<file path="src/hw/iq_cfg.svh">
// ~~~~~~~~~~~~~~~~~~~~~~~~~~~~~~~~~~~~~~~~~~~~~~~~~~~~~~~~~~~~~~~~~~~~~~~~~~
// front end sizes; IQ_DEPTH, ROB_DEPTH and RS_DEPTH must be powers of two
// ~~~~~~~~~~~~~~~~~~~~~~~~~~~~~~~~~~~~~~~~~~~~~~~~~~~~~~~~~~~~~~~~~~~~~~~~~~
`ifndef IQ_CFG_SVH
`define IQ_CFG_SVH

// data and address width
`define XLEN 32

`define IQ_DEPTH 16 // instruction queue entries
`define ROB_DEPTH 16 // only sets the tag width here
`define RS_DEPTH 8 // sets the rs index width

// prediction table index, taken from inst[11:0]
`define BHT_INDEX_BITS 12

// first fetch address out of reset
`define RESET_PC 32'h0000_0000

`endif

</file>
<file path="src/hw/iq_pkg.sv">
// ~~~~~~~~~~~~~~~~~~~~~~~~~~~~~~~~~~~~~~~~~~~~~~~~~~~~~~~~~~~~~~~~~~~~~~~~~~
// shared front end types; tag and index widths follow the cfg depths
// ~~~~~~~~~~~~~~~~~~~~~~~~~~~~~~~~~~~~~~~~~~~~~~~~~~~~~~~~~~~~~~~~~~~~~~~~~~
`include "iq_cfg.svh"

package iq_pkg;

	// coarse class, picks the routing at dispatch
	typedef enum logic [2:0] {
		class_alu       = 3'd0, // op and op-imm
		class_lui_auipc = 3'd1,
		class_branch    = 3'd2,
		class_jal       = 3'd3,
		class_jalr      = 3'd4,
		class_load      = 3'd5,
		class_store     = 3'd6,
		class_illegal   = 3'd7  // unknown opcode, goes to the rs
	} inst_class_e;

	// rob position of an in-flight instruction
	typedef logic [$clog2(`ROB_DEPTH)-1:0] rob_tag_t;

	// reservation station slot
	typedef logic [$clog2(`RS_DEPTH)-1:0] rs_idx_t;

	// one queue slot, decoded once at fetch
	typedef struct packed {
		logic [`XLEN-1:0] inst;
		logic [`XLEN-1:0] pc;
		inst_class_e      cls;
		logic [4:0]       rd; // zero for branch and store
		logic [`XLEN-1:0] imm;
		logic [`XLEN-1:0] target; // pc+imm, branches only
		logic             pred_taken;
		logic             needs_rs1; // for the operand stage downstream
		logic             needs_rs2;
	} iq_entry_t;

endpackage

</file>
<file path="src/hw/dispatch_unit.sv">
// ~~~~~~~~~~~~~~~~~~~~~~~~~~~~~~~~~~~~~~~~~~~~~~~~~~~~~~~~~~~~~~~~~~~~~~~~~~
// purely combinational; strobes are valid for one cycle with the pop
// ~~~~~~~~~~~~~~~~~~~~~~~~~~~~~~~~~~~~~~~~~~~~~~~~~~~~~~~~~~~~~~~~~~~~~~~~~~
`timescale 1ns/1ns
`include "iq_cfg.svh"

module dispatch_unit (
	input  iq_pkg::iq_entry_t   head,
	input  logic                not_empty,
	output logic                pop,
	// rob
	input  logic                rob_full,
	input  iq_pkg::rob_tag_t    rob_tail_tag,
	output logic                rob_alloc,
	output logic [`XLEN-1:0]    rob_pc,
	output logic [`XLEN-1:0]    rob_inst,
	output iq_pkg::inst_class_e rob_class,
	output logic [4:0]          rob_dest,
	output logic [`XLEN-1:0]    rob_target,
	output logic                rob_pred_taken,
	// reservation station
	input  logic                rs_free,
	input  iq_pkg::rs_idx_t     rs_free_idx,
	output logic                rs_alloc,
	output iq_pkg::rs_idx_t     rs_idx,
	output logic [`XLEN-1:0]    rs_inst,
	output logic [`XLEN-1:0]    rs_pc,
	output logic [`XLEN-1:0]    rs_imm,
	output logic [`XLEN-1:0]    rs_target,
	output iq_pkg::rob_tag_t    rs_tag,
	// store/load buffer
	input  logic                slb_full,
	output logic                slb_alloc,
	output logic [`XLEN-1:0]    slb_inst,
	output logic [`XLEN-1:0]    slb_pc,
	output logic [`XLEN-1:0]    slb_imm,
	output iq_pkg::rob_tag_t    slb_tag,
	// rename table
	output logic                rename_we,
	output logic [4:0]          rename_rd,
	output iq_pkg::rob_tag_t    rename_tag
);

	logic is_mem;   // load or store, needs an slb entry
	logic no_rd;    // branch or store
	logic slot_ok;  // the target unit has room
	logic issue;

	assign is_mem = (head.cls == iq_pkg::class_load) || (head.cls == iq_pkg::class_store);
	assign no_rd  = (head.cls == iq_pkg::class_branch) || (head.cls == iq_pkg::class_store);

	assign slot_ok = is_mem ? !slb_full : rs_free;
	assign issue   = not_empty && !rob_full && slot_ok;

	assign pop       = issue; // head leaves with the strobes
	assign rob_alloc = issue;
	assign rs_alloc  = issue && !is_mem;
	assign slb_alloc = issue && is_mem;
	assign rename_we = issue && !no_rd;

	// payload straight from the head, qualified by the strobes
	assign rob_pc         = head.pc;
	assign rob_inst       = head.inst;
	assign rob_class      = head.cls;
	assign rob_dest       = head.rd;
	assign rob_target     = head.target;
	assign rob_pred_taken = head.pred_taken;

	assign rs_idx    = rs_free_idx;
	assign rs_inst   = head.inst;
	assign rs_pc     = head.pc;
	assign rs_imm    = head.imm;
	assign rs_target = head.target;
	assign rs_tag    = rob_tail_tag;

	assign slb_inst = head.inst;
	assign slb_pc   = head.pc;
	assign slb_imm  = head.imm;
	assign slb_tag  = rob_tail_tag;

	// new producer of rd is the rob slot just taken
	assign rename_rd  = head.rd;
	assign rename_tag = rob_tail_tag;

endmodule

</file>
<file path="src/hw/fetch_unit.sv">
// ~~~~~~~~~~~~~~~~~~~~~~~~~~~~~~~~~~~~~~~~~~~~~~~~~~~~~~~~~~~~~~~~~~~~~~~~~~
// one miss outstanding; jalr is always predicted to fall through
// ~~~~~~~~~~~~~~~~~~~~~~~~~~~~~~~~~~~~~~~~~~~~~~~~~~~~~~~~~~~~~~~~~~~~~~~~~~
`timescale 1ns/1ns
`include "iq_cfg.svh"

module fetch_unit (
	input  logic                        clk,
	input  logic                        rst,
	input  logic                        flush,
	input  logic [`XLEN-1:0]            flush_pc,
	output logic [`XLEN-1:0]            icache_addr,
	input  logic                        icache_hit,
	input  logic [`XLEN-1:0]            icache_data,
	output logic                        icache_fill,
	output logic [`XLEN-1:0]            icache_fill_addr,
	output logic [`XLEN-1:0]            icache_fill_data,
	output logic                        mem_req,
	output logic [`XLEN-1:0]            mem_addr,
	input  logic                        mem_ok,
	input  logic [`XLEN-1:0]            mem_data,
	output logic [`BHT_INDEX_BITS-1:0]  bht_index,
	input  logic                        bht_taken,
	input  logic                        iq_full,
	output logic                        push,
	output iq_pkg::iq_entry_t           push_entry
);

	logic [`XLEN-1:0]    pc;
	logic [`XLEN-1:0]    req_addr;   // address of the miss in flight
	logic                waiting;    // request out, answer not yet back
	logic                discard;    // answer in flight belongs to a flushed path
	logic                can_fetch;
	logic                take_hit;
	logic                take_mem;
	logic [`XLEN-1:0]    fetch_inst;
	logic [`XLEN-1:0]    pc_plus4;
	logic [`XLEN-1:0]    pc_plus_imm;
	logic [`XLEN-1:0]    next_pc;
	iq_pkg::inst_class_e dec_class;
	logic [4:0]          dec_rd;
	logic [`XLEN-1:0]    dec_imm;
	logic                dec_rs1;
	logic                dec_rs2;

	// lookup only when idle with room in the queue
	assign can_fetch = !rst && !waiting && !iq_full && !flush;
	assign take_hit  = can_fetch && icache_hit;
	assign take_mem  = mem_ok && waiting && !discard && !flush;
	assign push      = take_hit || take_mem;

	assign icache_addr = pc;
	assign mem_req     = can_fetch && !icache_hit; // single-cycle pulse, waiting rises next
	assign mem_addr    = pc;

	// write every answer back, stale or not, the data is right for its address
	assign icache_fill      = mem_ok && waiting;
	assign icache_fill_addr = req_addr;
	assign icache_fill_data = mem_data;

	assign fetch_inst = take_mem ? mem_data : icache_data;
	assign bht_index  = fetch_inst[`BHT_INDEX_BITS-1:0];

	inst_decode i_inst_decode (
		.inst       (fetch_inst),
		.inst_class (dec_class),
		.rd         (dec_rd),
		.imm        (dec_imm),
		.needs_rs1  (dec_rs1),
		.needs_rs2  (dec_rs2)
	);

	assign pc_plus4    = pc + `XLEN'(4);
	assign pc_plus_imm = pc + dec_imm;

	// static jal, bht for branches, jalr falls through
	always_comb begin
		case (dec_class)
			iq_pkg::class_jal:    next_pc = pc_plus_imm;
			iq_pkg::class_branch: next_pc = bht_taken ? pc_plus_imm : pc_plus4;
			default:              next_pc = pc_plus4;
		endcase
	end

	always_comb begin
		push_entry            = '0;
		push_entry.inst       = fetch_inst;
		push_entry.pc         = pc;
		push_entry.cls        = dec_class;
		push_entry.rd         = dec_rd;
		push_entry.imm        = dec_imm;
		push_entry.needs_rs1  = dec_rs1;
		push_entry.needs_rs2  = dec_rs2;
		if (dec_class == iq_pkg::class_branch) begin
			push_entry.target     = pc_plus_imm;
			push_entry.pred_taken = bht_taken;
		end
	end

	always_ff @(posedge clk) begin
		if (rst) begin
			pc      <= `RESET_PC;
			waiting <= 1'b0;
			discard <= 1'b0;
		end else if (flush) begin
			pc      <= flush_pc;
			waiting <= waiting && !mem_ok; // controller still owes us an answer
			discard <= waiting && !mem_ok;
		end else begin
			if (mem_req)
				waiting <= 1'b1;
			if (mem_ok) begin
				waiting <= 1'b0;
				discard <= 1'b0;
			end
			if (push)
				pc <= next_pc;
		end
	end

	always_ff @(posedge clk) begin
		if (mem_req)
			req_addr <= pc;
	end

	// the controller only answers a request in flight
	assert property (@(posedge clk) disable iff (rst) mem_ok |-> waiting)
		else $error("mem_ok with no request outstanding");

endmodule

</file>
<file path="src/hw/inst_decode.sv">
// ~~~~~~~~~~~~~~~~~~~~~~~~~~~~~~~~~~~~~~~~~~~~~~~~~~~~~~~~~~~~~~~~~~~~~~~~~~
// rv32i opcode classes only; funct fields are not checked
// ~~~~~~~~~~~~~~~~~~~~~~~~~~~~~~~~~~~~~~~~~~~~~~~~~~~~~~~~~~~~~~~~~~~~~~~~~~
`timescale 1ns/1ns
`include "iq_cfg.svh"

module inst_decode (
	input  logic [`XLEN-1:0]   inst,
	output iq_pkg::inst_class_e inst_class,
	output logic [4:0]         rd,
	output logic [`XLEN-1:0]   imm,
	output logic               needs_rs1,
	output logic               needs_rs2
);

	logic [6:0]       opcode;
	logic [`XLEN-1:0] imm_i;
	logic [`XLEN-1:0] imm_s;
	logic [`XLEN-1:0] imm_b;
	logic [`XLEN-1:0] imm_u;
	logic [`XLEN-1:0] imm_j;
	logic             has_rd;

	assign opcode = inst[6:0];

	// sign-extended immediate formats
	assign imm_i = {{20{inst[31]}}, inst[31:20]};
	assign imm_s = {{20{inst[31]}}, inst[31:25], inst[11:7]};
	assign imm_b = {{19{inst[31]}}, inst[31], inst[7], inst[30:25], inst[11:8], 1'b0};
	assign imm_u = {inst[31:12], 12'h000};
	assign imm_j = {{11{inst[31]}}, inst[31], inst[19:12], inst[20], inst[30:21], 1'b0};

	always_comb begin
		inst_class = iq_pkg::class_illegal;
		imm        = '0;
		case (opcode)
			7'b0110011: inst_class = iq_pkg::class_alu; // reg-reg, no imm
			7'b0010011: begin
				inst_class = iq_pkg::class_alu;
				imm        = imm_i;
			end
			7'b0110111, 7'b0010111: begin // lui, auipc
				inst_class = iq_pkg::class_lui_auipc;
				imm        = imm_u;
			end
			7'b1100011: begin
				inst_class = iq_pkg::class_branch;
				imm        = imm_b;
			end
			7'b1101111: begin
				inst_class = iq_pkg::class_jal;
				imm        = imm_j;
			end
			7'b1100111: begin
				inst_class = iq_pkg::class_jalr;
				imm        = imm_i;
			end
			7'b0000011: begin
				inst_class = iq_pkg::class_load;
				imm        = imm_i;
			end
			7'b0100011: begin
				inst_class = iq_pkg::class_store;
				imm        = imm_s;
			end
			default: ; // stays illegal, imm zero
		endcase
	end

	// branch, store and illegal write no register
	assign has_rd = (inst_class != iq_pkg::class_branch) &&
		(inst_class != iq_pkg::class_store) && (inst_class != iq_pkg::class_illegal);
	assign rd = has_rd ? inst[11:7] : 5'd0;

	// only lui, auipc and jal skip rs1
	assign needs_rs1 = (inst_class != iq_pkg::class_lui_auipc) &&
		(inst_class != iq_pkg::class_jal);
	assign needs_rs2 = (opcode == 7'b0110011) || (inst_class == iq_pkg::class_branch) ||
		(inst_class == iq_pkg::class_store);

endmodule

</file>
<file path="src/hw/inst_queue.sv">
// ~~~~~~~~~~~~~~~~~~~~~~~~~~~~~~~~~~~~~~~~~~~~~~~~~~~~~~~~~~~~~~~~~~~~~~~~~~
// circular queue; writer must respect full, reader must respect not_empty
// ~~~~~~~~~~~~~~~~~~~~~~~~~~~~~~~~~~~~~~~~~~~~~~~~~~~~~~~~~~~~~~~~~~~~~~~~~~
`timescale 1ns/1ns
`include "iq_cfg.svh"

module inst_queue (
	input  logic              clk,
	input  logic              rst,
	input  logic              flush,
	input  logic              push,
	input  iq_pkg::iq_entry_t push_entry,
	input  logic              pop,
	output iq_pkg::iq_entry_t head,
	output logic              not_empty,
	output logic              full
);

	localparam int PTR_W = $clog2(`IQ_DEPTH);

	iq_pkg::iq_entry_t mem [`IQ_DEPTH];
	logic [PTR_W-1:0]  rd_ptr;
	logic [PTR_W-1:0]  wr_ptr;
	logic [PTR_W:0]    count; // one extra bit to tell full from empty

	assign head      = mem[rd_ptr];
	assign not_empty = (count != '0) && !flush; // head is dead in a flush cycle
	assign full      = (count == (PTR_W+1)'(`IQ_DEPTH));

	always_ff @(posedge clk) begin
		if (rst || flush) begin
			rd_ptr <= '0;
			wr_ptr <= '0;
			count  <= '0;
		end else begin
			if (push)
				wr_ptr <= wr_ptr + 1'b1; // wraps at depth
			if (pop)
				rd_ptr <= rd_ptr + 1'b1;
			case ({push, pop})
				2'b10:   count <= count + 1'b1;
				2'b01:   count <= count - 1'b1;
				default: ; // both or neither, no change
			endcase
		end
	end

	// payload only
	always_ff @(posedge clk) begin
		if (push && !flush)
			mem[wr_ptr] <= push_entry;
	end

	// fetch gates on full, dispatch gates on not_empty
	assert property (@(posedge clk) disable iff (rst) push |-> !full)
		else $error("push into a full queue");
	assert property (@(posedge clk) disable iff (rst) pop |-> not_empty)
		else $error("pop from an empty queue");

endmodule

</file>
<file path="src/hw/iq_top.sv">
// ~~~~~~~~~~~~~~~~~~~~~~~~~~~~~~~~~~~~~~~~~~~~~~~~~~~~~~~~~~~~~~~~~~~~~~~~~~
// front end top; cache, memory, bht, rob, rs and slb live outside
// ~~~~~~~~~~~~~~~~~~~~~~~~~~~~~~~~~~~~~~~~~~~~~~~~~~~~~~~~~~~~~~~~~~~~~~~~~~
`timescale 1ns/1ns
`include "iq_cfg.svh"

module iq_top (
	input  logic                       clk,
	input  logic                       rst,
	input  logic                       flush,
	input  logic [`XLEN-1:0]           flush_pc,
	output logic [`XLEN-1:0]           icache_addr,
	input  logic                       icache_hit,
	input  logic [`XLEN-1:0]           icache_data,
	output logic                       icache_fill,
	output logic [`XLEN-1:0]           icache_fill_addr,
	output logic [`XLEN-1:0]           icache_fill_data,
	output logic                       mem_req,
	output logic [`XLEN-1:0]           mem_addr,
	input  logic                       mem_ok,
	input  logic [`XLEN-1:0]           mem_data,
	output logic [`BHT_INDEX_BITS-1:0] bht_index,
	input  logic                       bht_taken,
	input  logic                       rob_full,
	input  iq_pkg::rob_tag_t           rob_tail_tag,
	output logic                       rob_alloc,
	output logic [`XLEN-1:0]           rob_pc,
	output logic [`XLEN-1:0]           rob_inst,
	output iq_pkg::inst_class_e        rob_class,
	output logic [4:0]                 rob_dest,
	output logic [`XLEN-1:0]           rob_target,
	output logic                       rob_pred_taken,
	input  logic                       rs_free,
	input  iq_pkg::rs_idx_t            rs_free_idx,
	output logic                       rs_alloc,
	output iq_pkg::rs_idx_t            rs_idx,
	output logic [`XLEN-1:0]           rs_inst,
	output logic [`XLEN-1:0]           rs_pc,
	output logic [`XLEN-1:0]           rs_imm,
	output logic [`XLEN-1:0]           rs_target,
	output iq_pkg::rob_tag_t           rs_tag,
	input  logic                       slb_full,
	output logic                       slb_alloc,
	output logic [`XLEN-1:0]           slb_inst,
	output logic [`XLEN-1:0]           slb_pc,
	output logic [`XLEN-1:0]           slb_imm,
	output iq_pkg::rob_tag_t           slb_tag,
	output logic                       rename_we,
	output logic [4:0]                 rename_rd,
	output iq_pkg::rob_tag_t           rename_tag
);

	logic              push;
	iq_pkg::iq_entry_t push_entry;
	logic              iq_full;
	logic              pop;
	iq_pkg::iq_entry_t head;
	logic              not_empty;

	fetch_unit i_fetch_unit (
		.clk, .rst, .flush, .flush_pc,
		.icache_addr, .icache_hit, .icache_data,
		.icache_fill, .icache_fill_addr, .icache_fill_data,
		.mem_req, .mem_addr, .mem_ok, .mem_data,
		.bht_index, .bht_taken,
		.iq_full, .push, .push_entry
	);

	inst_queue i_inst_queue (
		.clk, .rst, .flush,
		.push, .push_entry,
		.pop, .head, .not_empty,
		.full (iq_full)
	);

	dispatch_unit i_dispatch_unit (
		.head, .not_empty, .pop,
		.rob_full, .rob_tail_tag, .rob_alloc, .rob_pc, .rob_inst, .rob_class,
		.rob_dest, .rob_target, .rob_pred_taken,
		.rs_free, .rs_free_idx, .rs_alloc, .rs_idx, .rs_inst, .rs_pc, .rs_imm,
		.rs_target, .rs_tag,
		.slb_full, .slb_alloc, .slb_inst, .slb_pc, .slb_imm, .slb_tag,
		.rename_we, .rename_rd, .rename_tag
	);

endmodule

</file>
<file path="config.mk">
export PLATFORM = sky130hd
export DESIGN_NAME = iq_top
export DESIGN_NICKNAME = d
export VERILOG_FILES = /design/src/hw/iq_pkg.sv /design/src/hw/dispatch_unit.sv /design/src/hw/fetch_unit.sv /design/src/hw/inst_decode.sv /design/src/hw/inst_queue.sv /design/src/hw/iq_top.sv
export VERILOG_INCLUDE_DIRS = /design/src /design/src/hw
export SDC_FILE = /design/constraint.sdc
export NUM_CORES = 2
export LEC_CHECK = 0
export BUFFER_PORTS_ARGS = -buffer_cell sky130_fd_sc_hd__clkbuf_2
export CAP_MARGIN = 20
export CORE_ASPECT_RATIO = 2
export CORE_MARGIN = 5
export CORE_UTILIZATION = 40
export CTS_CLUSTER_SIZE = 25
export DETAILED_ROUTE_END_ITERATION = 7
export SETUP_SLACK_MARGIN = 0.1
export SYNTH_ARGS = -nofsm -noshare
export SYNTH_HDL_FRONTEND = slang
export SYNTH_SLANG_ARGS = --single-unit
</file>
<file path="constraint.sdc">
create_clock -name clk -period 20.4 [get_ports clk]
set_input_delay 1.02 -clock clk [delete_from_list [all_inputs] [get_ports clk]]
set_output_delay 1.02 -clock clk [all_outputs]
set_load 0.03 [all_outputs]
</file>
# Yosys cells after proc, flatten, opt, wreduce, memory -nomap -nowiden
# Memory sizes are Yosys's and may differ from the RTL's. A register that Yosys moved wholly into a read port is not among the register bits.
# Cells that the tools add are included.
dict set report totals {
  ramBits 2224
  reg_bits 79
  memories 1
  output_inout_bits 495
  inputBits 112
  word_cells 101
}
dict set report op_classes {
  n_mux 20
  n_reduce_logical 44
  add_sub_neg 6
  eq_ne 23
}
# memory depth word_bits read_ports rd_ports_with_merged_regs wr line_no
set memory_table {}
lappend memory_table {i_inst_queue.mem 16 139 1 1 1 inst_queue.sv:21} ;# iq_pkg::iq_entry_t mem [`IQ_DEPTH];
# operator n
set ops {}
lappend ops {{$pmux 32 s5} 1}
lappend ops {{$mux 32} 4}
lappend ops {{$pmux 32 s2} 1}
lappend ops {{$mux 33} 1}
lappend ops {{$add 32x3->32 const B} 1}
lappend ops {{$add 32x32->32} 1}
lappend ops {{$eq 7x6->1 const B} 3}
lappend ops {{$eq 7x7->1 const B} 3}
lappend ops {{$pmux 3 s7} 1}
lappend ops {{$logic_and 1x1->1} 19}
lappend ops {{$eq 7x5->1 const B} 2}
lappend ops {{$logic_not 1->1} 11}
lappend ops {{$pmux 5 s2} 1}
lappend ops {{$eq 3x2->1 const B} 3}
lappend ops {{$eq 3x3->1 const B} 3}
lappend ops {{$add 4x1->4 const B} 2}
lappend ops {{$mux 1} 8}
lappend ops {{$mux 4} 2}
lappend ops {{$eq 7x2->1 const B} 1}
lappend ops {{$logic_or 1x1->1} 6}
lappend ops {{$ne 3x2->1 const B} 2}
lappend ops {{$ne 3x3->1 const B} 2}
lappend ops {{$reduce_bool 2->1} 3}
lappend ops {{$add 5x1->5 const B} 1}
lappend ops {{10 further kinds} 11}

# Depth between registers and ports, before layout
dict set report depth {
  word_depth 12
  ltp_mapped 20
  mapped_depth_nobuf 18
}

# By module
# From an unflattened synthesis, not the netlist that was laid out.
dict set report hier_totals {
  hier_cells 4711
  hier_area_um2 93579.8
}
# module area_each_um2 seq_area_each_um2 instances cells_per_inst
set by_module_without_submodules {}
lappend by_module_without_submodules {inst_queue 83906.7 67124.4 1 3508}
lappend by_module_without_submodules {fetch_unit 6419.9 1641.6 1 764}
lappend by_module_without_submodules {dispatch_unit 2712.6 0.0 1 361}
lappend by_module_without_submodules {inst_decode 540.5 0.0 1 78}

# Worst setup path before layout
# Ideal clock, no wire load.
dict set report synth_timing {
  path_kind {input to register}
  from {in flush}
  to {mem i_inst_queue.mem[3][100] (netlist bit) (enable)}
  required_ns 19.599
  arrival_ns 11.832
  cell_stages 9
  path_buffers 4
  slack_ns 7.767
  setup_ns 0.801
  path_cell_list {buf_2 > or2_2 > clkbuf_1 > nor3_1 > a21o_1 > clkbuf_1 > clkbuf_1 > nand2_1 > nor3_1}
}
dict set report synth_via {
  elab_chain_len 7
  word_cells_on_any_way 8
  cone_classes {mux: 2; reduce/logical: 6}
}
# element line_no
set synth_lines {}
lappend synth_lines {{start: declaration} iq_top.sv:10} ;# input logic flush,
lappend synth_lines {{$logic_not 1->1 (*)} {fetch_unit.sv:47, fetch_unit.sv:49, inst_queue.sv:50}}
lappend synth_lines {{$logic_and 1x1->1} fetch_unit.sv:47} ;# assign can_fetch = !rst && !waiting && !iq_full && !flush;
lappend synth_lines {{$logic_and 1x1->1} fetch_unit.sv:48} ;# assign take_hit = can_fetch && icache_hit;
lappend synth_lines {{$logic_or 1x1->1} fetch_unit.sv:50} ;# assign push = take_hit || take_mem;
lappend synth_lines {{$logic_and 1x1->1 (*)} inst_queue.sv:50} ;# if (push && !flush)
lappend synth_lines {{$mux 1 (*)} inst_queue.sv:50}
lappend synth_lines {{$mux 1 (not written as such) (*)} inst_queue.sv:51} ;# mem[wr_ptr] <= push_entry;
lappend synth_lines {{end: declaration} inst_queue.sv:21}
# Every way passes the cells marked *; elsewhere a longest branch is shown, timed or not.

==> out/metrics.yaml <==
global_route:
  grt_overflow: 0
  grt_pass1_vias: 47500
  antenna_found_initial: 20
  grt_max_degree: 109
  grt_pass1_wl_um: 364300
  grtUsageTotal_pct: 21.36
worst_setup_path:
  cpPeakStageDelay_ns: 0.78
  r2r_end: "i_inst_queue.mem[14][30]"
  worstPathRequired_ns: 20.92
  startpoint_type: "input pin"
  cp_data_arrival_time_ns: 8.05
  cp-end-kind: "flop"
  r2r_slack_ns: 13.14
  cp_slowest_cell: "o21ai_0"
  ff2ff_path_depth: 18
  critPathKind: "in2reg"
  r2r-start: "i_fetch_unit.waiting"
  path_cells: "clkbuf_2, buf_4, nand4bb_4, buf_4, nand2_1, nand2_1, and2_1, o21ai_0, o21ai_0, a21bo_2, ha_1, a21oi_1, nor2_1, or4_1, o211a_1, a211oi_2, o21ai_1, a31oi_1, nor2_1, nor3_2"
  cp_max_fo: 37
clock_tree:
  cts_repair_resize_count: 0
  clockBufferDepth: 4
  worst_skew_pair.late_latency_ns: 0.84
  cts.clk_slew.worst_paths_ns: 0.07
  cts.sinks: 2275
  postCtsSetupBuffers: 0
  cts_tree: "done"
  numCtsBuffers: 203
  cts_htree_levels: 4
  holdBufCountCts: 0
  clockRootBuffer: "clkbuf_16"
synthesis:
  yosys_most_used_dff: "edfxtp_1"
  synth.cell_area_um2: 91610
  syn_nets: 4550
  yosysMostFrequentCell: "edfxtp_1"
  synth-edff-count: 2224
  yosys.area.top_type: "edfxtp_1"
  synthCells: 4395
  ys_top_cells_by_area: "edfxtp_1 (73%), mux4_2 (16%), buf_4 (2.6%)"
  yosysWarnings: 0
  ys_seq_elements: 2275
  synth_cell_types: 78
  synth_commonest_cells: "edfxtp_1 (2224), mux4_2 (658), buf_4 (322)"
  async_reset_ff_share_pct: 0
  synth_top_area_share_pct: 72.90
  ys_seq_area_share_pct: 74.02
  syn_avg_cell_area_um2: 20.84
pwr:
  p_leak_nw: 34.47
  ir_drop_mv: 0.07056
  power.total_w: 0.009228
  power_density_nw_per_um2: 89.45
routing:
  vias: 46260
  drt_wl_total_um: 260100
  viasPerCell: 5.789
  wl_per_cell_um: 32.55
  detail-route-antenna-nets: 0
  drc_errors: 0
  drt-initial-drc-count: 4063
  first_pass_iters: 7
timing:
  finalMaxSlewViolations: 0
  maxSlewHeadroom_pct: 21.28
  skew_ns: 0.06334
  hold_viol: 0
  timing.final.crit_period_ns: 7.534
  fin_crit_sh_pct: 36.93
  fin_tns_setup_ns: 0
  whs_ns: 0.3746
  worst_pin_slew_ns: 1.148
  fmax_mhz: 132.7
  rsz0062_at_grt: "false"
  setup_viol: 0
layout:
  drive_above_1_share_pct: 35.40
  areaGrowthSynthToFinish_pct: 12.62
  final_cell_area_um2: 103200
  fin_nets: 4990
  final_core_util_pct: 45.23
floorplanning:
  core_um2: 228100
  start_util_pct: 40.17
  rows: 248
  die_height_um: 686.8
  die_x_um: 348.4
  io_pins: 607
  die_area_um2: 239300
hold_path:
  holdCritStartpoint: "flush_pc[10]"
  whs_path_depth: 3
  min_to: "i_fetch_unit.icache_addr[10]"
  hold_class: "in2reg"
placed_design:
  routabilityCongestion: 0.9218
  hpwl_um: 160700
  place_area_um2: 96600
  numPortBuffers: 584
status:
  status: "finished, final reports clean"
job:
  cap_violations: 0
-- layout make-up --
cell class,count,area (µm²)
clock inverters,115,1099
multi-input cells,1545,20560
diodes,6,15.01
flip-flops and latches,2275,67820
clock buffers,241,5275
well taps,3000,3754
repair buffers,765,4474
fillers,19220,124900
inverters,45,168.9
-- critical path: cells and delay by family --
kind                     cells  cell delay, ns
buffers and inverters        3            1.05
AND/OR/NAND/NOR              8            2.60
adder cells (fa/ha/maj)      1            0.46
AO/OA/AOI/OAI                8            2.86
-- flip-flops by register name (all words and copies together) (netlist names), named ones only --
| register | flops |
|---|---|
| i_fetch_unit.discard | 1 |
| i_fetch_unit.waiting | 1 |
| i_inst_queue.count | 5 |
| i_fetch_unit.icache_addr | 32 |
| i_inst_queue.wr_ptr | 4 |
| i_fetch_unit.icache_fill_addr | 32 |
| i_inst_queue.rd_ptr | 4 |
| i_inst_queue.mem | 2192 |
-- kinds of logic (layout without fill, tap and decap cells) --
family                     count (synthesis)  after routing  synth area share (%)
AOI/OAI and AO/OA                        327            327                 2.308
xor gates and xnor gates                  41             41                0.4002
adders and majority gates                 43             43                0.6037
buffers and inverters                    575           1166                 3.716
DFF                                     2275           2275                 74.02
muxes                                    706            706                 16.70
other                                      0              6                     0
and+or+nand+nor                          428            428                 2.250
-- metrics by stage --
step / cells / setup slack, ns
after global placement: 7615 / 12.27
after floorplan: 4395 / 7.767
after CTS: 7975 / 12.99
final: 7992 / 12.87
after global routing: 7987 / 12.54
after detailed placement: 7619 / 12.14
-- worst max path at each step --
stage / start / to / cells after the start
floorplan: flush / i_inst_queue.mem[3][100] / 9
global placement: flush / i_inst_queue.mem[4][30] / 20
detailed placement: flush / i_inst_queue.mem[3][30] / 20
CTS: flop / rs_inst[2] / 9
global route: flush / i_inst_queue.mem[8][30] / 20
finish: flush / i_inst_queue.mem[14][30] / 20
-- metal layers --
layer / share of wire (%) / track usage [%]
met4: 2.8 / 5.675
met5: 0.028 / 0
met2: 52 / 37.58
met3: 6.6 / 3.159
met1: 39 / 27.91
-- where the power goes --
group,leakage (nW),total (W),internal [W],switching (W)
sequential,22.2,0.00512,0.00512,0.00000700
clock,3.12,0.00377,0.00208,0.00169
combinational,9.20,0.000340,0.0000800,0.000260
-- layout by cell type, fill, tap and decap left out, types with 30 or more instances in the layout --
cell type	n
clkbuf_16	205
edfxtp_1	2224
a21oi_1	109
clkbuf_2	584
clkbuf_1	35
clkinv_1	37
dfxtp_1	46
nand3_1	30
nand2_1	121
o21ai_0	49
a211oi_1	34
inv_1	43
nor2_1	118
nor2b_1	35
mux2i_1	45
mux4_2	658
buf_4	163
clkinv_2	40
ha_1	41
No activity file was read; power rests on OpenSTA's default activity.
